==> config.mk <==
export PLATFORM = sky130hd
export DESIGN_NAME = slave_agent
export DESIGN_NICKNAME = d
export VERILOG_FILES = /design/src/pkt_pkg.sv /design/src/avs_pkg.sv /design/src/sync_fifo.sv /design/src/cmd_issuer.sv /design/src/rsp_assembler.sv /design/src/slave_agent.sv
export SDC_FILE = /design/constraint.sdc
export NUM_CORES = 1
export LEC_CHECK = 0
export ABC_AREA = 1
export BUFFER_PORTS_ARGS = -buffer_cell sky130_fd_sc_hd__buf_4
export CORE_MARGIN = 8
export CORE_UTILIZATION = 60
export CTS_BUF_LIST = sky130_fd_sc_hd__clkbuf_8
export CTS_CLUSTER_DIAMETER = 50
export DETAILED_ROUTE_END_ITERATION = 6
export PLACE_DENSITY = 0.95
export SLEW_MARGIN = 40
export SYNTH_ARGS = -nofsm -noshare
export SYNTH_HDL_FRONTEND = slang
export SYNTH_SLANG_ARGS = --single-unit
==> constraint.sdc <==
create_clock -name clk -period 4.9 [get_ports clk]
set_clock_uncertainty 0.05 [all_clocks]
set_input_delay 0.49 -clock clk [delete_from_list [all_inputs] [get_ports clk]]
set_output_delay 0.49 -clock clk [all_outputs]
set_load 0.01 [all_outputs]
==> src/pkt_pkg.sv <==
// packet-side definitions for the slave agent: id widths, status codes, tracking entry layout
`default_nettype none

package pkt_pkg;

   // --------------------
   // ids and status
   // --------------------

   // source and destination ids share one width so the response can swap them
   localparam int ID_W = 3;

   // status uses the same two-bit encoding that the slave drives on m0_response
   localparam int STATUS_W = 2;

   localparam logic [STATUS_W-1:0] STATUS_OKAY   = 2'd0;
   localparam logic [STATUS_W-1:0] STATUS_SLVERR = 2'd2;

   // --------------------
   // tracking entry
   // --------------------

   // one entry per expected response: synth flag, write flag, source id, destination id
   localparam int TRACK_W = 2 + 2 * ID_W;

   // bit positions inside an entry, most significant field first
   localparam int TRK_SYNTH   = TRACK_W - 1;
   localparam int TRK_WRITE   = TRACK_W - 2;
   localparam int TRK_SRC_LO  = ID_W;
   // destination id sits in the bottom bits
   localparam int TRK_DEST_LO = 0;

endpackage

`default_nettype wire

==> src/avs_pkg.sv <==
// slave-side definitions for the slave agent: address, data, byte enable and offset widths
`default_nettype none

package avs_pkg;

   // --------------------
   // bus widths
   // --------------------

   // byte address as carried in the command packet and driven on m0_address
   localparam int ADDR_W = 16;

   // one data word per beat, no bursts
   localparam int DATA_W = 32;

   // one enable bit per byte lane
   localparam int BE_W = DATA_W / 8;

   // --------------------
   // address masking
   // --------------------

   // low address bits that select a byte inside the word, cleared before the slave
   // sees the address (2 for a 32-bit word)
   localparam int OFFSET_W = $clog2(BE_W);

endpackage

`default_nettype wire

==> src/sync_fifo.sv <==
// synchronous FIFO with registered full and empty flags and a head-of-queue output
`default_nettype none

module sync_fifo #(
   parameter int WIDTH = 8,
   parameter int DEPTH = 4
) (
   input  wire              clk,
   input  wire              reset,
   input  wire              push,
   input  wire  [WIDTH-1:0] push_data,
   input  wire              pop,
   output logic [WIDTH-1:0] pop_data,
   output logic             full,
   output logic             empty
);

   localparam int PTR_W = (DEPTH > 1) ? $clog2(DEPTH) : 1;
   localparam int CNT_W = $clog2(DEPTH + 1);
   localparam logic [PTR_W-1:0] LAST_PTR = PTR_W'(DEPTH - 1);

   logic [WIDTH-1:0] mem [DEPTH];
   logic [PTR_W-1:0] wr_ptr;
   logic [PTR_W-1:0] rd_ptr;
   logic [CNT_W-1:0] count;
   logic [CNT_W-1:0] count_next;
   logic             do_push;
   logic             do_pop;

   // pointers wrap at DEPTH, which need not be a power of two
   function automatic logic [PTR_W-1:0] next_ptr(input logic [PTR_W-1:0] ptr);
      if (ptr == LAST_PTR) begin
         return '0;
      end
      return ptr + 1'b1;
   endfunction

   // an illegal push or pop leaves the state untouched
   assign do_push = push & ~full;
   assign do_pop  = pop & ~empty;

   // --------------------
   // storage
   // --------------------

   always_ff @(posedge clk) begin
      if (do_push) begin
         mem[wr_ptr] <= push_data;
      end
   end

   // the head entry is visible without a pop
   assign pop_data = mem[rd_ptr];

   // --------------------
   // pointers and count
   // --------------------

   always_comb begin
      count_next = count;
      if (do_push & ~do_pop) begin
         count_next = count + 1'b1;
      end else if (do_pop & ~do_push) begin
         count_next = count - 1'b1;
      end
   end

   always_ff @(posedge clk or posedge reset) begin
      if (reset) begin
         wr_ptr <= '0;
         rd_ptr <= '0;
         count  <= '0;
         full   <= 1'b0;
         empty  <= 1'b1;
      end else begin
         if (do_push) begin
            wr_ptr <= next_ptr(wr_ptr);
         end
         if (do_pop) begin
            rd_ptr <= next_ptr(rd_ptr);
         end
         count <= count_next;
         // flags come straight from flops so downstream logic sees no count decode
         full  <= (count_next == CNT_W'(DEPTH));
         empty <= (count_next == '0);
      end
   end

endmodule

`default_nettype wire

==> src/cmd_issuer.sv <==
// command issuer: turns accepted command packets into slave reads and writes and tracking entries
`default_nettype none

module cmd_issuer #(
   parameter int SUPPRESS_ZERO_BYTEEN = 1
) (
   input  wire                          clk,
   input  wire                          reset,
   // command packet fields
   input  wire                          cmd_valid,
   input  wire  [avs_pkg::ADDR_W-1:0]   cmd_addr,
   input  wire  [avs_pkg::BE_W-1:0]     cmd_byteen,
   input  wire  [avs_pkg::DATA_W-1:0]   cmd_data,
   input  wire                          cmd_read,
   input  wire                          cmd_write,
   input  wire                          cmd_posted,
   input  wire  [pkt_pkg::ID_W-1:0]     cmd_src_id,
   input  wire  [pkt_pkg::ID_W-1:0]     cmd_dest_id,
   output logic                         cmd_ready,
   // slave side
   input  wire                          m0_waitrequest,
   output logic [avs_pkg::ADDR_W-1:0]   m0_address,
   output logic [avs_pkg::BE_W-1:0]     m0_byteenable,
   output logic [avs_pkg::DATA_W-1:0]   m0_writedata,
   output logic                         m0_read,
   output logic                         m0_write,
   // tracking buffer
   input  wire                          track_full,
   output logic                         track_push,
   output logic [pkt_pkg::TRACK_W-1:0]  track_entry
);

   logic issue_en;
   logic slot_ok;
   logic suppress;
   logic tracked;
   logic synth;

   // --------------------
   // issue enable
   // --------------------

   // nothing is issued while reset is applied, the flop opens the command path
   // on the first clock edge after reset is released
   always_ff @(posedge clk or posedge reset) begin
      if (reset) begin
         issue_en <= 1'b0;
      end else begin
         issue_en <= 1'b1;
      end
   end

   // a command may only go out when its response has somewhere to be tracked
   assign slot_ok = issue_en & ~track_full;

   // --------------------
   // suppression
   // --------------------

   // a command with no byte lane enabled would do nothing at the slave, so it is
   // kept off the bus and its response gets synthesized instead
   generate
      if (SUPPRESS_ZERO_BYTEEN != 0) begin : g_suppress
         assign suppress = ~|cmd_byteen;
      end else begin : g_no_suppress
         assign suppress = 1'b0;
      end
   endgenerate

   // suppressed commands ignore waitrequest since the slave never sees them
   assign cmd_ready = slot_ok & (~m0_waitrequest | suppress);

   // --------------------
   // slave strobes
   // --------------------

   // sub-word addresses are aligned down to the full data word
   assign m0_address    = {cmd_addr[avs_pkg::ADDR_W-1:avs_pkg::OFFSET_W],
                           {avs_pkg::OFFSET_W{1'b0}}};
   assign m0_byteenable = cmd_byteen;
   assign m0_writedata  = cmd_data;

   // strobes follow cmd_valid directly and stay up while waitrequest holds them
   assign m0_read  = cmd_valid & cmd_read & ~suppress & slot_ok;
   assign m0_write = cmd_valid & cmd_write & ~suppress & slot_ok;

   // --------------------
   // tracking entry
   // --------------------

   // every read gets a response, writes only when they are non-posted
   assign tracked    = cmd_read | (cmd_write & ~cmd_posted);
   assign track_push = cmd_valid & cmd_ready & tracked;

   // suppressed reads and all non-posted writes are answered locally
   assign synth = (cmd_read & suppress) | (cmd_write & ~cmd_posted);

   // ids go in as received, the assembler swaps them on the way out
   always_comb begin
      track_entry                                            = '0;
      track_entry[pkt_pkg::TRK_SYNTH]                        = synth;
      track_entry[pkt_pkg::TRK_WRITE]                        = cmd_write;
      track_entry[pkt_pkg::TRK_SRC_LO +: pkt_pkg::ID_W]      = cmd_src_id;
      track_entry[pkt_pkg::TRK_DEST_LO +: pkt_pkg::ID_W]     = cmd_dest_id;
   end

endmodule

`default_nettype wire

==> src/rsp_assembler.sv <==
// response assembler: pairs tracking entries with slave read data and drives the response packet
`default_nettype none

module rsp_assembler #(
   parameter int SUPPRESS_ZERO_BYTEEN = 1
) (
   // tracking buffer head
   input  wire                                            track_empty,
   input  wire  [pkt_pkg::TRACK_W-1:0]                    track_head,
   output logic                                           track_pop,
   // read-data buffer head, status above data
   input  wire                                            rdata_empty,
   input  wire  [pkt_pkg::STATUS_W+avs_pkg::DATA_W-1:0]   rdata_head,
   output logic                                           rdata_pop,
   // response packet
   input  wire                                            rsp_ready,
   output logic                                           rsp_valid,
   output logic [avs_pkg::DATA_W-1:0]                     rsp_data,
   output logic [pkt_pkg::STATUS_W-1:0]                   rsp_status,
   output logic                                           rsp_write,
   output logic [pkt_pkg::ID_W-1:0]                       rsp_src_id,
   output logic [pkt_pkg::ID_W-1:0]                       rsp_dest_id
);

   logic                          head_write;
   logic                          synth;
   logic [pkt_pkg::STATUS_W-1:0]  slave_status;
   logic [avs_pkg::DATA_W-1:0]    slave_data;

   // --------------------
   // head decode
   // --------------------

   assign head_write = track_head[pkt_pkg::TRK_WRITE];

   // without suppression only non-posted writes are synthesized, and posted writes
   // never reach the tracking buffer, so the write flag alone decides
   generate
      if (SUPPRESS_ZERO_BYTEEN != 0) begin : g_synth_flag
         assign synth = track_head[pkt_pkg::TRK_SYNTH];
      end else begin : g_synth_write
         assign synth = head_write;
      end
   endgenerate

   assign slave_data   = rdata_head[avs_pkg::DATA_W-1:0];
   assign slave_status = rdata_head[avs_pkg::DATA_W +: pkt_pkg::STATUS_W];

   // --------------------
   // handshake
   // --------------------

   // a synthesized response needs only its tracking entry, a slave read also needs
   // its data, which arrives in the same order the reads were issued
   assign rsp_valid = ~track_empty & (synth | ~rdata_empty);

   // both heads stay put until the response is taken, so the packet holds
   // under back-pressure
   assign track_pop = rsp_valid & rsp_ready;
   assign rdata_pop = track_pop & ~synth;

   // --------------------
   // packet fields
   // --------------------

   // local responses carry zero data and OKAY, slave reads pass data and status through
   assign rsp_data   = synth ? '0 : slave_data;
   assign rsp_status = synth ? pkt_pkg::STATUS_OKAY : slave_status;
   assign rsp_write  = head_write;

   // the response travels back, so source and destination trade places
   assign rsp_src_id  = track_head[pkt_pkg::TRK_DEST_LO +: pkt_pkg::ID_W];
   assign rsp_dest_id = track_head[pkt_pkg::TRK_SRC_LO +: pkt_pkg::ID_W];

endmodule

`default_nettype wire

==> src/slave_agent.sv <==
// memory-mapped slave agent top level: issuer, tracking and read-data buffers, response assembler
`default_nettype none

module slave_agent #(
   parameter int TRACK_DEPTH          = 4,
   parameter int SUPPRESS_ZERO_BYTEEN = 1
) (
   input  wire                          clk,
   input  wire                          reset,
   // command packet
   input  wire                          cmd_valid,
   input  wire  [avs_pkg::ADDR_W-1:0]   cmd_addr,
   input  wire  [avs_pkg::BE_W-1:0]     cmd_byteen,
   input  wire  [avs_pkg::DATA_W-1:0]   cmd_data,
   input  wire                          cmd_read,
   input  wire                          cmd_write,
   input  wire                          cmd_posted,
   input  wire  [pkt_pkg::ID_W-1:0]     cmd_src_id,
   input  wire  [pkt_pkg::ID_W-1:0]     cmd_dest_id,
   output logic                         cmd_ready,
   // memory-mapped slave
   output logic [avs_pkg::ADDR_W-1:0]   m0_address,
   output logic [avs_pkg::BE_W-1:0]     m0_byteenable,
   output logic [avs_pkg::DATA_W-1:0]   m0_writedata,
   output logic                         m0_read,
   output logic                         m0_write,
   input  wire  [avs_pkg::DATA_W-1:0]   m0_readdata,
   input  wire  [pkt_pkg::STATUS_W-1:0] m0_response,
   input  wire                          m0_readdatavalid,
   input  wire                          m0_waitrequest,
   // response packet
   input  wire                          rsp_ready,
   output logic                         rsp_valid,
   output logic [avs_pkg::DATA_W-1:0]   rsp_data,
   output logic [pkt_pkg::STATUS_W-1:0] rsp_status,
   output logic                         rsp_write,
   output logic [pkt_pkg::ID_W-1:0]     rsp_src_id,
   output logic [pkt_pkg::ID_W-1:0]     rsp_dest_id
);

   // read-data buffer word: slave status above slave data
   localparam int RDATA_W = pkt_pkg::STATUS_W + avs_pkg::DATA_W;

   // --------------------
   // internal wires
   // --------------------

   logic                         track_push;
   logic                         track_pop;
   logic                         track_full;
   logic                         track_empty;
   logic [pkt_pkg::TRACK_W-1:0]  track_entry;
   logic [pkt_pkg::TRACK_W-1:0]  track_head;

   // rdata_full has no consumer in the datapath, every stored read already holds
   // a tracking slot so this buffer cannot fill ahead of the tracking buffer
   logic                         rdata_pop;
   logic                         rdata_full;
   logic                         rdata_empty;
   logic [RDATA_W-1:0]           rdata_head;

   // --------------------
   // command path
   // --------------------

   cmd_issuer #(
      .SUPPRESS_ZERO_BYTEEN (SUPPRESS_ZERO_BYTEEN)
   ) u_issuer (
      .clk            (clk),
      .reset          (reset),
      .cmd_valid      (cmd_valid),
      .cmd_addr       (cmd_addr),
      .cmd_byteen     (cmd_byteen),
      .cmd_data       (cmd_data),
      .cmd_read       (cmd_read),
      .cmd_write      (cmd_write),
      .cmd_posted     (cmd_posted),
      .cmd_src_id     (cmd_src_id),
      .cmd_dest_id    (cmd_dest_id),
      .cmd_ready      (cmd_ready),
      .m0_waitrequest (m0_waitrequest),
      .m0_address     (m0_address),
      .m0_byteenable  (m0_byteenable),
      .m0_writedata   (m0_writedata),
      .m0_read        (m0_read),
      .m0_write       (m0_write),
      .track_full     (track_full),
      .track_push     (track_push),
      .track_entry    (track_entry)
   );

   // outstanding responses in command order
   sync_fifo #(
      .WIDTH (pkt_pkg::TRACK_W),
      .DEPTH (TRACK_DEPTH)
   ) u_track_fifo (
      .clk       (clk),
      .reset     (reset),
      .push      (track_push),
      .push_data (track_entry),
      .pop       (track_pop),
      .pop_data  (track_head),
      .full      (track_full),
      .empty     (track_empty)
   );

   // --------------------
   // return path
   // --------------------

   // slave read data is captured as it returns, in issue order
   sync_fifo #(
      .WIDTH (RDATA_W),
      .DEPTH (TRACK_DEPTH)
   ) u_rdata_fifo (
      .clk       (clk),
      .reset     (reset),
      .push      (m0_readdatavalid),
      .push_data ({m0_response, m0_readdata}),
      .pop       (rdata_pop),
      .pop_data  (rdata_head),
      .full      (rdata_full),
      .empty     (rdata_empty)
   );

   rsp_assembler #(
      .SUPPRESS_ZERO_BYTEEN (SUPPRESS_ZERO_BYTEEN)
   ) u_assembler (
      .track_empty (track_empty),
      .track_head  (track_head),
      .track_pop   (track_pop),
      .rdata_empty (rdata_empty),
      .rdata_head  (rdata_head),
      .rdata_pop   (rdata_pop),
      .rsp_ready   (rsp_ready),
      .rsp_valid   (rsp_valid),
      .rsp_data    (rsp_data),
      .rsp_status  (rsp_status),
      .rsp_write   (rsp_write),
      .rsp_src_id  (rsp_src_id),
      .rsp_dest_id (rsp_dest_id)
   );

endmodule

`default_nettype wire

; Yosys cells after proc, flatten, opt, wreduce, memory -nomap -nowiden
; Memory sizes are Yosys's and may differ from the RTL's.
; Index checks and enable logic that the tools add are counted.
[word_totals]
inputBits = 101
ramBits = 168
register_bits = 19
out_inout_bits = 97
n_memories = 2
[mem_list]
columns = memory, words, width, read_ports, rd_ports_with_merged_regs, wr, line_no
row1 = u_rdata_fifo.mem, 4, 34, 1, 0, 1, sync_fifo.sv:22  ; logic [WIDTH-1:0] mem [DEPTH];
row2 = u_track_fifo.mem, 4, 8, 1, 0, 1, sync_fifo.sv:22
[op_classes]
eq_ne = 6
bitwise = 38
muxes = 26
reduce_logical = 4
addsub = 8
[op_table]
columns = op, n
row1 = 2-to-1 mux 32 bit, 1
row2 = bitwise AND 1 bit, 23
row3 = 2-to-1 mux 2 bit, 9
row4 = 2-to-1 mux 1 bit, 12
row5 = 2-to-1 mux 3 bit, 4
row6 = NOT 1 bit, 11
row7 = "adder 2 x 1 -> 2 bit, second input constant", 4
row8 = "equality test 2 bit, second input constant", 4
row9 = "adder 3 x 1 -> 3 bit, second input constant", 2
row10 = "equality test 3 bit, second input constant", 2
row11 = zero test 3 bit, 2
row12 = "subtractor 3 x 1 -> 3 bit, second input constant", 2
row13 = bitwise OR 1 bit, 4
row14 = OR reduction 4 bit, 1
row15 = zero test 1 bit, 1

; Longest topological paths before layout
[depth]
word_depth = 12
depth_mapped = 13
mapped_depth_nobuf = 12

; Cells and area by module
; A second synthesis with hierarchy kept.
[hier_totals]
cells_unflattened = 751
hier_area_um2 = 8429.3
[by_module_without_submodules]
columns = module, instances, area_per_inst_um2, cells_per_inst
row1 = sync_fifo (u_rdata_fifo), 1, 5632.9, 414
row2 = sync_fifo (u_track_fifo), 1, 1806.7, 162
row3 = cmd_issuer, 1, 594.3, 87
row4 = rsp_assembler, 1, 395.4, 88

; Least setup slack after synthesis
; OpenSTA, ideal clock, no wires.
[synth_timing]
kind = input -> register
startpoint = input m0_readdatavalid
endpoint = memory u_rdata_fifo.mem[3][0] (netlist name), enable pin
n_path_buf = 0
arrival_ns = 2.160
stages = 4
path_slack_ns = 2.265
cell_sequence = inv_1 nor2_1 inv_1 nor2_1
[synth_between]
elab_chain_cells = 3
[synth_lines]
columns = element, line_no
row1 = "start, declared", slave_agent.sv:29  ; input wire m0_readdatavalid,
row2 = bitwise AND 1 bit, sync_fifo.sv:39  ; assign do_push = push & ~full;
row3 = 2-to-1 mux 1 bit, sync_fifo.sv:47  ; if (do_push) begin
row4 = 2-to-1 mux 1 bit (not written as such), sync_fifo.sv:48  ; mem[wr_ptr] <= push_data;
row5 = "end, declared", sync_fifo.sv:22
; Every way passes these cells.

; Worst setup path after layout
[layout_timing]
startpoint = register u_track_fifo.rd_ptr[0]
endpoint = output rsp_data[20] (netlist name)
[layout_between]
elab_chain_cells = 2
[layout_lines]
columns = element, line_no
row1 = "start, declared", sync_fifo.sv:24  ; logic [PTR_W-1:0] rd_ptr;
row2 = "start signal, assigned", sync_fifo.sv:80  ; rd_ptr <= next_ptr(rd_ptr);
row3 = memory (4 x 8 bit), n/a
row4 = 2-to-1 mux 32 bit, rsp_assembler.sv:67  ; assign rsp_data = synth ? '0 : slave_data;
row5 = "end, declared", slave_agent.sv:34  ; output logic [avs_pkg::DATA_W-1:0] rsp_data,
; Every way passes these cells.

==> qor.yml <==
sta:
  relSlewSlack_pct: 45.7
  hold_viol_final: 0
  rsz0062_at_grt: "false"
  tightest_slew_ps: 811
  tns_ps: 0
  period_needed_ps: 3020
  setup_viol: 0
  period_share_pct: 61.5
  whs_ps: 9.58
  drv_slew: 0
  fmax_ghz: 0.332
global_route:
  grt_max_degree: 71
  track_usage_pct: 19.0
  antenna_found_initial: 0
  overflow: 0
  grt_pass1_wl_um: 26200
  grt_pass1_vias: 5327
synthesis:
  syn_inst: 710
  netlist_top_cells_count: "edfxtp_1, nor2_1, nand2_1, inv_1, o21ai_0"
  synth_top_cell_area_share_pct: 61.5
  synth_area_mm2: 0.00820
  ys_warn_count: 0
  synthMostInstantiatedCell: "edfxtp_1"
  synth_edf_count: 168
  synth_largest_area_cell: "edfxtp_1"
  ys_types: 30
  yosys-top-cells-area: "edfxtp_1, nor2_1, dfrtp_1"
  synth-seq-cells: 187
  ys.flop_type: "edfxtp_1"
  synth-seq-area-share_pct: 67.3
  synthArstFlopShare_pct: 10.2
  syn_avg_cell_area_um2: 11.6
hold_path:
  min_path_type: "in2async"
critical_path:
  slowest_delay_ps: 730
  path_class: "reg2out"
  required_ps: 4360
  slowest_stage: "dfrtp_1"
  cp_max_fo: 37
  critPathLaunchType: "flip-flop"
  path_delay_family: "simple AND/OR/NAND/NOR gates"
  crit_top_cell: "nand2_1"
  crit_path_end_kind: "primary output"
  arrival_ps: 2480
  crit_chain: "inv_2, nand2_1, nand3_2, nand2_4, nand2_1, inv_1, buf_4"
  path_buf_inv: 3
cells_and_area:
  nFillCells: 881
  design_area_mm2: 0.00926
  fin_nets: 873
  syn2layout_area_growth_pct: 12.9
  drive_above_1_share_pct: 21.4
  utilization_pct: 69.6
  antenna_cells: 0
clock_tree:
  post_cts_resized: 0
  cts_setup_buffers: 0
  clk_pin_slew_ps: 90
  clock_latency_ps: 460
  cts_made_buffers: 17
  cts_num_sinks: 187
  clockRootBuffer: "clkbuf_8"
  cts-htree-levels: 4
  cts_tree: "built"
  cts.hold.buffers_added: 0
  cts_buffer_depth: 2
place:
  port_buffers: 101
  dp_hpwl_um: 10800
  place_area_mm2: 0.00887
  gp_congestion: 0.766
drt:
  drt-wirelength-per-cell_um: 17.8
  drt-pass1-iter-count: 5
  ant_nets: 0
  num_vias: 5300
  via_per_inst: 5.60
  dr.first_iter.drc_count: 492
  totalWireLength_um: 16800
  drc: 0
power_and_ir_drop:
  power_density_mw_per_mm2: 588
  leakage_uw: 0.00377
  ir_worst_vdd_mv: 0.363
run_status:
  status: "completed"
die:
  start_util_pct: 61.7
  dieArea_mm2: 0.0177
  fp.coreArea_mm2: 0.0133
  die_h_um: 133
  rows: 42
  die_width_um: 133
  boundaryPins: 198
run:
  drv_cap: 0
[metal layers]
metal | part of all wire [%] | track usage, % | up-vias
li1 | - | - | 2470
met1 | 37 | 20.0 | 2536
met2 | 52 | 33.5 | 218
met3 | 6.6 | 4.69 | 76
met4 | 4.3 | 11.8 | 0
met5 | 0 | 0 | -
[power breakdown]
group | total (µW) | switching, µW | internal [µW]
sequential | 2290 | 209 | 2080
combinational | 2170 | 1310 | 859
clock | 977 | 525 | 452
[path summary, 6_finish.rpt]
kind | to | slack (ps) | start | cells past startpoint
hold / removal | u_track_fifo.rd_ptr[1] | 10 | reset | 2
max in group asynchronous | u_rdata_fifo.rd_ptr[1] | 4400 | reset | 2
setup / recovery | rsp_data[20] | 1880 | u_track_fifo.rd_ptr[0] | 7
hold reg to reg | u_rdata_fifo.count[0] | 520 | u_rdata_fifo.count[0] | 3
setup reg to reg | u_rdata_fifo.empty | 2300 | u_track_fifo.rd_ptr[0] | 12
min in group clk | u_rdata_fifo.mem[0][21] | 170 | m0_readdata[21] | 1
[state kept, by name, indices dropped and copies added, names as in the netlist]
register and count:
u_rdata_fifo.empty 1, u_rdata_fifo.count 3, u_track_fifo.full 1, u_track_fifo.count 3, u_rdata_fifo.mem 136, u_rdata_fifo.rd_ptr 2, u_issuer.issue_en 1, u_track_fifo.empty 1
u_rdata_fifo.wr_ptr 2, u_track_fifo.wr_ptr 2, u_track_fifo.rd_ptr 2, u_track_fifo.mem 32, u_rdata_fifo.full 1
[kinds of logic after synthesis]
family | share of synthesized area [%]
AO/OA/AOI/OAI | 7.87
XOR/XNOR | 0.427
adder cells (fa/ha/maj) | 2.14
buffers and inverters | 9.58
flip-flops | 67.3
other | 0.0916
AND/OR/NAND/NOR | 12.6
[metrics by stage]
step                setup slack (ps)  power [µW]  std cells
floorplan                       2270        3630        711
finish                          1880        5440        947
global placement                2050        4310        907
detailed placement              2300        4500        915
global route                    1730        5760        947
CTS                             1860        5460        947
[cells in the final DEF (no fill, tap or decap), types with 4 or more instances in the layout]
| master | count |
|---|---|
| buf_4 | 102 |
| o32ai_1 | 34 |
| nand2_1 | 79 |
| a21oi_1 | 4 |
| nor2_4 | 4 |
| clkbuf_8 | 17 |
| nor2_1 | 133 |
| ha_1 | 14 |
| o21ai_0 | 54 |
| dfrtp_1 | 15 |
| nand3_1 | 11 |
| nand2_2 | 5 |
| clkinvlp_4 | 4 |
| edfxtp_1 | 168 |
| inv_1 | 69 |
| inv_2 | 5 |
| buf_8 | 5 |
| xor2_1 | 4 |
| o22ai_1 | 8 |
| nand3b_1 | 4 |
[final cells by class]
class	count	area [µm²]	area share, %
Tap cell	176	220	2.38
Clock inverter	15	148	1.59
Sequential cell	187	5530	59.7
Timing Repair Buffer	110	923	9.97
Multi-Input combinational cell	369	1930	20.8
Inverter	73	277	2.99
Clock buffer	17	234	2.53
Note: power is estimated with default switching activity, not from simulation.
